[src/logic/cache_ctrl_pkg.sv]
// cache controller types
package cache_ctrl_pkg;

	typedef enum logic [2:0] {
		IDLE,   // waiting for a request or halt
		LOOKUP, // tag compare, hit answered here
		WB0,    // victim word 0 to memory
		WB1,
		FILL0,  // block fetch, word 0 first
		FILL1,
		FLUSH,  // port owned by the walker
		DONE
	} ctrl_state_t;

	typedef logic way_t;

endpackage

[src/logic/cache_geom_pkg.sv]
// cache geometry
package cache_geom_pkg;

	localparam int NUM_SETS = 8;
	localparam int NUM_WAYS = 2;
	localparam int WORDS_PER_BLOCK = 2;
	localparam int IDX_W = 3;
	localparam int TAG_W = 26;

	// byte address split:
	// [31:6] tag, [5:3] index, [2] word in block, [1:0] always zero

	typedef logic [31:0] word_t;
	typedef logic [31:0] addr_t;

	typedef logic [TAG_W-1:0] tag_t;
	typedef logic [IDX_W-1:0] idx_t;

	// word select within a block
	typedef logic blkoff_t;

endpackage

[src/logic/dcache.sv]
// data cache top
`timescale 1ns/1ps

module dcache (
	input logic CLK,
	input logic nRST,
	input logic dmemREN,
	input logic dmemWEN,
	input cache_geom_pkg::addr_t dmemaddr,
	input cache_geom_pkg::word_t dmemstore,
	input logic halt,
	output logic dhit,
	output cache_geom_pkg::word_t dmemload,
	output logic flushed,
	input logic dwait,
	input cache_geom_pkg::word_t dload,
	output logic dREN,
	output logic dWEN,
	output cache_geom_pkg::addr_t daddr,
	output cache_geom_pkg::word_t dstore
);
	logic hit, victim_dirty;
	cache_ctrl_pkg::way_t hit_way, victim_way;
	cache_geom_pkg::word_t rd_data;
	cache_geom_pkg::tag_t victim_tag;

	// store write strobes
	logic wr_en, set_tag, set_valid, set_dirty, clr_dirty, touch;
	cache_ctrl_pkg::way_t wr_way, touch_way;
	cache_geom_pkg::blkoff_t wr_off;
	cache_geom_pkg::word_t wr_data;

	// walker side
	logic flush_grant, flush_req, flush_valid_dirty;
	cache_geom_pkg::idx_t flush_idx;
	cache_ctrl_pkg::way_t flush_way;
	cache_geom_pkg::addr_t flush_addr;
	cache_geom_pkg::word_t flush_data, flush_word0, flush_word1;
	cache_geom_pkg::tag_t flush_tag;

	dcache_store store (.CLK, .nRST, .addr(dmemaddr), .wr_en, .wr_way, .wr_off, .wr_data,
		.set_tag, .set_valid, .set_dirty, .clr_dirty, .touch, .touch_way, .flush_idx, .flush_way,
		.hit, .hit_way, .rd_data, .victim_way, .victim_dirty, .victim_tag, .flush_valid_dirty,
		.flush_tag, .flush_word0, .flush_word1);

	dcache_ctrl ctrl (.CLK, .nRST, .dmemREN, .dmemWEN, .dmemaddr, .dmemstore, .halt, .dhit,
		.dmemload, .dwait, .dload, .dREN, .dWEN, .daddr, .dstore, .hit, .hit_way, .rd_data,
		.victim_way, .victim_dirty, .victim_tag, .wr_en, .wr_way, .wr_off, .wr_data, .set_tag,
		.set_valid, .set_dirty, .clr_dirty, .touch, .touch_way, .flush_req, .flush_addr,
		.flush_data, .flushed, .flush_grant);

	dcache_flush walker (.CLK, .nRST, .flush_grant, .dwait, .flush_valid_dirty, .flush_tag,
		.flush_word0, .flush_word1, .flush_idx, .flush_way, .flush_req, .flush_addr,
		.flush_data, .flushed);

endmodule

[src/logic/dcache_ctrl.sv]
// cache miss controller
`timescale 1ns/1ps

module dcache_ctrl (
	input logic CLK,
	input logic nRST,
	input logic dmemREN,
	input logic dmemWEN,
	input cache_geom_pkg::addr_t dmemaddr,
	input cache_geom_pkg::word_t dmemstore,
	input logic halt,
	output logic dhit,
	output cache_geom_pkg::word_t dmemload,
	input logic dwait,
	input cache_geom_pkg::word_t dload,
	output logic dREN,
	output logic dWEN,
	output cache_geom_pkg::addr_t daddr,
	output cache_geom_pkg::word_t dstore,
	input logic hit,
	input cache_ctrl_pkg::way_t hit_way,
	input cache_geom_pkg::word_t rd_data,
	input cache_ctrl_pkg::way_t victim_way,
	input logic victim_dirty,
	input cache_geom_pkg::tag_t victim_tag,
	output logic wr_en,
	output cache_ctrl_pkg::way_t wr_way,
	output cache_geom_pkg::blkoff_t wr_off,
	output cache_geom_pkg::word_t wr_data,
	output logic set_tag,
	output logic set_valid,
	output logic set_dirty,
	output logic clr_dirty,
	output logic touch,
	output cache_ctrl_pkg::way_t touch_way,
	input logic flush_req,
	input cache_geom_pkg::addr_t flush_addr,
	input cache_geom_pkg::word_t flush_data,
	input logic flushed,
	output logic flush_grant
);
	cache_ctrl_pkg::ctrl_state_t state, next_state;
	cache_geom_pkg::tag_t req_tag;
	cache_geom_pkg::idx_t req_idx;
	cache_geom_pkg::blkoff_t req_off;

	assign req_tag = dmemaddr[31 -: cache_geom_pkg::TAG_W];
	assign req_idx = dmemaddr[3 +: cache_geom_pkg::IDX_W];
	assign req_off = dmemaddr[2];

	assign dmemload = rd_data; // taken while dhit is high

	always_ff @(posedge CLK, negedge nRST) begin
		if (!nRST)
			state <= cache_ctrl_pkg::IDLE;
		else
			state <= next_state;
	end

	always_comb begin
		next_state = state;
		dhit = 1'b0;
		dREN = 1'b0;
		dWEN = 1'b0;
		daddr = '0;
		dstore = rd_data;
		wr_en = 1'b0;
		wr_way = victim_way;
		wr_off = req_off;
		wr_data = dmemstore;
		set_tag = 1'b0;
		set_valid = 1'b0;
		set_dirty = 1'b0;
		clr_dirty = 1'b0;
		touch = 1'b0;
		touch_way = victim_way;
		flush_grant = 1'b0;
		case (state)
			cache_ctrl_pkg::IDLE: begin
				if (halt)
					next_state = cache_ctrl_pkg::FLUSH;
				else if (dmemREN || dmemWEN)
					next_state = cache_ctrl_pkg::LOOKUP;
			end
			cache_ctrl_pkg::LOOKUP: begin
				if (hit) begin
					dhit = 1'b1;
					touch = 1'b1;
					touch_way = hit_way;
					wr_way = hit_way;
					wr_en = dmemWEN;
					set_dirty = dmemWEN;
					next_state = cache_ctrl_pkg::IDLE;
				end else if (victim_dirty) begin
					next_state = cache_ctrl_pkg::WB0;
				end else begin
					next_state = cache_ctrl_pkg::FILL0;
				end
			end
			cache_ctrl_pkg::WB0: begin
				dWEN = 1'b1;
				wr_off = 1'b0; // selects victim word for dstore
				daddr = {victim_tag, req_idx, 1'b0, 2'b00};
				if (!dwait)
					next_state = cache_ctrl_pkg::WB1;
			end
			cache_ctrl_pkg::WB1: begin
				dWEN = 1'b1;
				wr_off = 1'b1;
				daddr = {victim_tag, req_idx, 1'b1, 2'b00};
				if (!dwait)
					next_state = cache_ctrl_pkg::FILL0;
			end
			cache_ctrl_pkg::FILL0: begin
				dREN = 1'b1;
				wr_off = 1'b0;
				wr_data = dload;
				wr_en = !dwait;
				daddr = {req_tag, req_idx, 1'b0, 2'b00};
				if (!dwait)
					next_state = cache_ctrl_pkg::FILL1;
			end
			cache_ctrl_pkg::FILL1: begin
				dREN = 1'b1;
				wr_off = 1'b1;
				wr_data = dload;
				daddr = {req_tag, req_idx, 1'b1, 2'b00};
				if (!dwait) begin
					wr_en = 1'b1;
					set_tag = 1'b1;
					set_valid = 1'b1;
					clr_dirty = 1'b1;
					touch = 1'b1;
					next_state = cache_ctrl_pkg::LOOKUP; // replays as a hit
				end
			end
			cache_ctrl_pkg::FLUSH: begin
				flush_grant = 1'b1;
				dWEN = flush_req;
				daddr = flush_addr;
				dstore = flush_data;
				if (flushed)
					next_state = cache_ctrl_pkg::DONE;
			end
			cache_ctrl_pkg::DONE: begin
				next_state = cache_ctrl_pkg::DONE; // quiet until reset
			end
			default: next_state = cache_ctrl_pkg::IDLE;
		endcase
	end

endmodule

[src/logic/dcache_flush.sv]
// halt flush walker
`timescale 1ns/1ps

module dcache_flush (
	input logic CLK,
	input logic nRST,
	input logic flush_grant,
	input logic dwait,
	input logic flush_valid_dirty,
	input cache_geom_pkg::tag_t flush_tag,
	input cache_geom_pkg::word_t flush_word0,
	input cache_geom_pkg::word_t flush_word1,
	output cache_geom_pkg::idx_t flush_idx,
	output cache_ctrl_pkg::way_t flush_way,
	output logic flush_req,
	output cache_geom_pkg::addr_t flush_addr,
	output cache_geom_pkg::word_t flush_data,
	output logic flushed
);
	cache_geom_pkg::blkoff_t word_sel;
	logic active;
	logic last_set;
	logic step;

	assign active = flush_grant && !flushed;
	assign last_set = (flush_idx == cache_geom_pkg::idx_t'(cache_geom_pkg::NUM_SETS - 1));

	assign flush_req = active && flush_valid_dirty;
	assign flush_addr = {flush_tag, flush_idx, word_sel, 2'b00};
	assign flush_data = word_sel ? flush_word1 : flush_word0;

	// clean blocks skip at once, dirty ones after word 1 is accepted
	assign step = active && (!flush_valid_dirty || (word_sel && !dwait));

	always_ff @(posedge CLK, negedge nRST) begin
		if (!nRST) begin
			flush_idx <= '0;
			flush_way <= '0;
			word_sel <= 1'b0;
			flushed <= 1'b0;
		end else begin
			if (flush_req && !dwait)
				word_sel <= ~word_sel;
			if (step) begin
				if (last_set) begin
					flush_idx <= '0;
					if (flush_way == cache_ctrl_pkg::way_t'(cache_geom_pkg::NUM_WAYS - 1))
						flushed <= 1'b1; // sticky
					else
						flush_way <= flush_way + 1'b1;
				end else begin
					flush_idx <= flush_idx + 1'b1;
				end
			end
		end
	end

endmodule

[src/logic/dcache_store.sv]
// cache arrays and lookup
`timescale 1ns/1ps

module dcache_store (
	input logic CLK,
	input logic nRST,
	input cache_geom_pkg::addr_t addr,
	input logic wr_en,
	input cache_ctrl_pkg::way_t wr_way,
	input cache_geom_pkg::blkoff_t wr_off, // word select for both read and write
	input cache_geom_pkg::word_t wr_data,
	input logic set_tag,
	input logic set_valid,
	input logic set_dirty,
	input logic clr_dirty,
	input logic touch,
	input cache_ctrl_pkg::way_t touch_way,
	input cache_geom_pkg::idx_t flush_idx,
	input cache_ctrl_pkg::way_t flush_way,
	output logic hit,
	output cache_ctrl_pkg::way_t hit_way,
	output cache_geom_pkg::word_t rd_data,
	output cache_ctrl_pkg::way_t victim_way,
	output logic victim_dirty,
	output cache_geom_pkg::tag_t victim_tag,
	output logic flush_valid_dirty,
	output cache_geom_pkg::tag_t flush_tag,
	output cache_geom_pkg::word_t flush_word0,
	output cache_geom_pkg::word_t flush_word1
);
	cache_geom_pkg::tag_t a_tag;
	cache_geom_pkg::idx_t a_idx;
	cache_ctrl_pkg::way_t rd_way;

	cache_geom_pkg::tag_t tags [cache_geom_pkg::NUM_WAYS][cache_geom_pkg::NUM_SETS];
	cache_geom_pkg::word_t data [cache_geom_pkg::NUM_WAYS][cache_geom_pkg::NUM_SETS]
		[cache_geom_pkg::WORDS_PER_BLOCK];

	logic [cache_geom_pkg::NUM_WAYS-1:0][cache_geom_pkg::NUM_SETS-1:0] valid;
	logic [cache_geom_pkg::NUM_WAYS-1:0][cache_geom_pkg::NUM_SETS-1:0] dirty;
	logic [cache_geom_pkg::NUM_SETS-1:0] lru; // least recent way per set
	logic [cache_geom_pkg::NUM_WAYS-1:0] way_hit;

	assign a_tag = addr[31 -: cache_geom_pkg::TAG_W];
	assign a_idx = addr[3 +: cache_geom_pkg::IDX_W];

	always_comb begin
		for (int w = 0; w < cache_geom_pkg::NUM_WAYS; w++) begin
			way_hit[w] = valid[w][a_idx] && (tags[w][a_idx] == a_tag);
		end
	end

	assign hit = |way_hit;
	assign hit_way = way_hit[1];

	// fill an empty way before evicting
	always_comb begin
		if (!valid[0][a_idx]) begin
			victim_way = 1'b0;
		end else if (!valid[1][a_idx]) begin
			victim_way = 1'b1;
		end else begin
			victim_way = lru[a_idx];
		end
	end

	assign victim_dirty = valid[victim_way][a_idx] && dirty[victim_way][a_idx];
	assign victim_tag = tags[victim_way][a_idx];

	assign rd_way = hit ? hit_way : victim_way; // victim data feeds write-back
	assign rd_data = data[rd_way][a_idx][wr_off];

	// walker read port
	assign flush_valid_dirty = valid[flush_way][flush_idx] && dirty[flush_way][flush_idx];
	assign flush_tag = tags[flush_way][flush_idx];
	assign flush_word0 = data[flush_way][flush_idx][0];
	assign flush_word1 = data[flush_way][flush_idx][1];

	always_ff @(posedge CLK, negedge nRST) begin
		if (!nRST) begin
			valid <= '0;
			dirty <= '0;
			lru <= '0;
		end else begin
			if (set_valid)
				valid[wr_way][a_idx] <= 1'b1;
			if (set_dirty)
				dirty[wr_way][a_idx] <= 1'b1;
			else if (clr_dirty)
				dirty[wr_way][a_idx] <= 1'b0;
			if (touch)
				lru[a_idx] <= ~touch_way; // other way becomes least recent
		end
	end

	always_ff @(posedge CLK) begin
		if (wr_en)
			data[wr_way][a_idx][wr_off] <= wr_data;
		if (set_tag)
			tags[wr_way][a_idx] <= a_tag;
	end

endmodule

[config.mk]
export PLATFORM = sky130hd
export DESIGN_NAME = dcache
export DESIGN_NICKNAME = d
export VERILOG_FILES = /design/src/logic/cache_ctrl_pkg.sv /design/src/logic/cache_geom_pkg.sv /design/src/logic/dcache.sv /design/src/logic/dcache_ctrl.sv /design/src/logic/dcache_flush.sv /design/src/logic/dcache_store.sv
export SDC_FILE = /design/constraint.sdc
export NUM_CORES = 2
export LEC_CHECK = 0
export BUFFER_PORTS_ARGS = -buffer_cell sky130_fd_sc_hd__buf_2
export CAP_MARGIN = 40
export CORE_ASPECT_RATIO = 0.7
export CORE_MARGIN = 3
export CORE_UTILIZATION = 25
export CTS_CLUSTER_DIAMETER = 60
export DETAILED_ROUTE_END_ITERATION = 8
export PLACE_DENSITY = 0.47
export SLEW_MARGIN = 10
export SYNTH_ARGS = -nofsm -noshare
export SYNTH_HDL_FRONTEND = slang
export SYNTH_SLANG_ARGS = --single-unit
[constraint.sdc]
create_clock -name CLK -period 7.6 [get_ports CLK]
set_input_delay 0.38 -clock CLK [delete_from_list [all_inputs] [get_ports CLK]]
set_output_delay 0.38 -clock CLK [all_outputs]
set_load 0.03 [all_outputs]
==> flow_metrics.py <==
metrics = {
    "timing": {
        "fin_crit_sh_pct": 95.8,
        "setup_viol_count_final": 0,
        "fin_crit_ns": 7.28,
        "slew_headroom_pct": 36.0,
        "hold_viol_final": 0,
        "max_freq_mhz": 137,
        "tns_ns": 0,
        "worst_slew_pin_slew_ns": 0.960,
        "rsz0062_at_grt": "no",
        "clock_skew_ns": 0.0707,
        "maxSlewViolCount": 0,
    },
    "synth": {
        "synth_edf_count": 1440,
        "async_reset_ff_share_pct": 3.29,
        "synth.area.top_cells": "edfxtp_1, mux4_2, mux2i_1",
        "syn_avg_cell_area_um2": 18.2,
        "synth_top_area_share_pct": 60.9,
        "netlist_area_um2": 71000,
        "yosys_warnings": 0,
        "synth_seq_area_share_pct": 62.7,
        "syn_inst": 3906,
        "ys_types": 75,
        "yosysTopAreaCell": "edfxtp_1",
        "synthFlopType": "edfxtp_1",
        "synth-seq-cells": 1489,
    },
    "global_route": {
        "grt-ovfl-total": 0,
        "grt_pass1_wl_um": 361000,
        "antenna_found_initial": 7,
        "grt_start_max_net_pins": 116,
        "grt_usage_pct": 17.6,
        "grt_pass1_vias": 43121,
    },
    "layout": {
        "final_layout_size_suffix_gt1_share_pct": 33.9,
        "fin_util_pct": 30.1,
        "layout.nets": 4368,
        "layout_common_cells": "edfxtp_1, mux4_2, mux2i_1",
        "syn_to_final_growth_pct": 18.9,
        "final_common_cell": "edfxtp_1",
    },
    "worst_hold_path": {
        "hold_class": "input pin to flip-flop",
    },
    "setup_path": {
        "crit_required_ns": 7.22,
        "crit_type": "flip-flop to output port",
        "crit_arrival_ns": 6.90,
        "end_kind": "output port",
        "worst_setup_path_start_kind": "flip-flop",
        "critPathMaxFanout": 46,
    },
    "clocking": {
        "htree_levels": 4,
        "ctsRootBufferMaster": "clkbuf_16",
        "cts_setup_buffers": 0,
        "clkSinkCount": 1489,
        "clock_path_buffers": 3,
        "worstSkewPairLatency_ns": 0.84,
        "cts_tree": "done",
        "numCtsBuffers": 171,
        "clk_pin_slew_ns": 0.06,
    },
    "flow_run": {
        "drv_cap": 0,
    },
    "place": {
        "port-buffer-count": 197,
        "place_congestion": 0.804,
        "hpwl_um": 158000,
    },
    "route": {
        "vias_per_cell": 5.31,
        "via_count": 43384,
        "routed_wl_um": 261000,
        "drc": 0,
        "wl_per_cell_um": 32.0,
        "dr.pass1.iters": 6,
        "ant_nets": 0,
        "first_iter_violations": 5323,
    },
    "floorplan": {
        "core_region_area_um2": 280000,
        "fp.dieW_um": 643,
        "die-height_um": 452,
        "ios": 202,
        "fp-row-count": 162,
        "dieArea_um2": 290000,
        "start_util_pct": 25.3,
    },
    "power": {
        "ir_worst_vdd_uv": 314,
        "p_leak_uw": 0.0276,
        "power.density_nw_per_um2": 346,
    },
    "run_status": {
        "status": "complete, no violations",
    },
}
layer usage:
layer	up-vias	part of all wire, %	track usage (%)
met5	-	0.010	0
met4	4	2.5	4.49
met3	333	7.3	3.06
met2	2083	46	27.6
met1	23704	44	25.1
li1	17260	-	-
final cells by class:
cell class / count / area, um^2
well taps: 3772 / 4720
clock inverters: 98 / 1050
clock buffers: 209 / 4450
repair buffers: 485 / 4210
flip-flops and latches: 1489 / 44500
inverters: 14 / 55.1
fillers: 27338 / 196000
multi-input cells: 2103 / 25400
diodes: 2 / 5.00
stage by stage:
stage	setup WS [ns]	area (um^2)	hold slack, ns	power (uW)	instances
after floorplan	1.31	71000	0.0844	17100	3907
after detailed placement	0.538	78500	0.481	21200	7828
after global routing	0.0866	84400	0.0460	30300	8171
final	0.316	84400	0.0839	29200	8172
after CTS	0.252	84400	0.0399	29500	8170
after global placement	0.548	77800	0.476	21000	7788
registers in the layout, summed over array words and instances, names as in the netlist, named ones only:
| signal | cells |
|---|---|
| ctrl.state | 3 |
| store.data | 1024 |
| store.lru | 8 |
| store.tags | 416 |
| store.valid | 16 |
| walker.flush_idx | 3 |
| walker.flush_way | 1 |
| walker.flushed | 1 |
| walker.word_sel | 1 |
cells by family (layout without fill, tap and decap cells):
| family | after synthesis | in the layout | synth area share [%] |
|---|---|---|---|
| fa+ha+maj | 2 | 2 | 0.0353 |
| simple gates | 491 | 491 | 3.11 |
| compound gates | 497 | 497 | 4.80 |
| flops | 1489 | 1489 | 62.7 |
| xor+xnor | 39 | 39 | 0.481 |
| other cells | 1 | 4 | 0.00528 |
| mux | 1072 | 1072 | 26.7 |
| buf+inv | 315 | 806 | 2.17 |
timing repair:
item,CTS,global route
endpoints found under the hold margin,471,0
resized for setup,0,0
hold buffers,35,0
final timing paths:
check / start / end / slack, ns / depth (start not counted)
worst max register to register: store.tags[0][20] / store.tags[0][44] / 1.15 / 13
worst max-delay path: store.tags[0][20] / dstore[6] / 0.32 / 14
worst min-delay path: dload[17] / store.data[0][17] / 0.08 / 3
worst min register to register: store.valid[3] / store.valid[3] / 0.50 / 1
max in group asynchronous: nRST / walker.flush_idx[2] / 6.70 / 3
min in group asynchronous: nRST / store.lru[4] / 0.25 / 3
where the power goes:
group,internal (uW),switching (uW),leakage [uW]
logic,4400,6720,0.0114
clock network,4670,3500,0.00266
registers,9740,178,0.0136
total,18800,10400,0.0276
Yosys cell counts, types with 12 or more instances:
cell         n
buf_6       25
o221ai_1    23
o21ai_0     73
buf_4       25
mux2i_1    357
a31oi_1     24
edfxtp_1  1440
buf_1       50
nand2b_1    15
nor2_1     115
nand3_1     12
or3_1       13
or2_1       12
a221oi_1    18
xor2_1      18
mux2_2      57
a21oi_1     66
nor3_1      22
mux4_2     653
o21a_1      19
xnor2_1     21
a211oi_1    26
nand2_1    236
a21o_1      20
clkbuf_1   186
a22oi_1     38
dfrtp_1     49
o22ai_1     99
a22o_1      19
critical path, stage by stage, from the launching register on:
cell       delay, ns
edfxtp_1        0.39
mux4_2          0.51
mux2i_1         0.23
xor2_1          0.28
o2111ai_1       0.30
or4_1           0.63
or4_1           0.66
a21oi_4         0.57
buf_12          0.42
mux4_2          0.56
mux2_2          0.28
a2111oi_0       0.55
a21oi_1         0.24
a21o_1          0.23
buf_2           0.18
No activity file was read; power rests on OpenSTA's default activity.
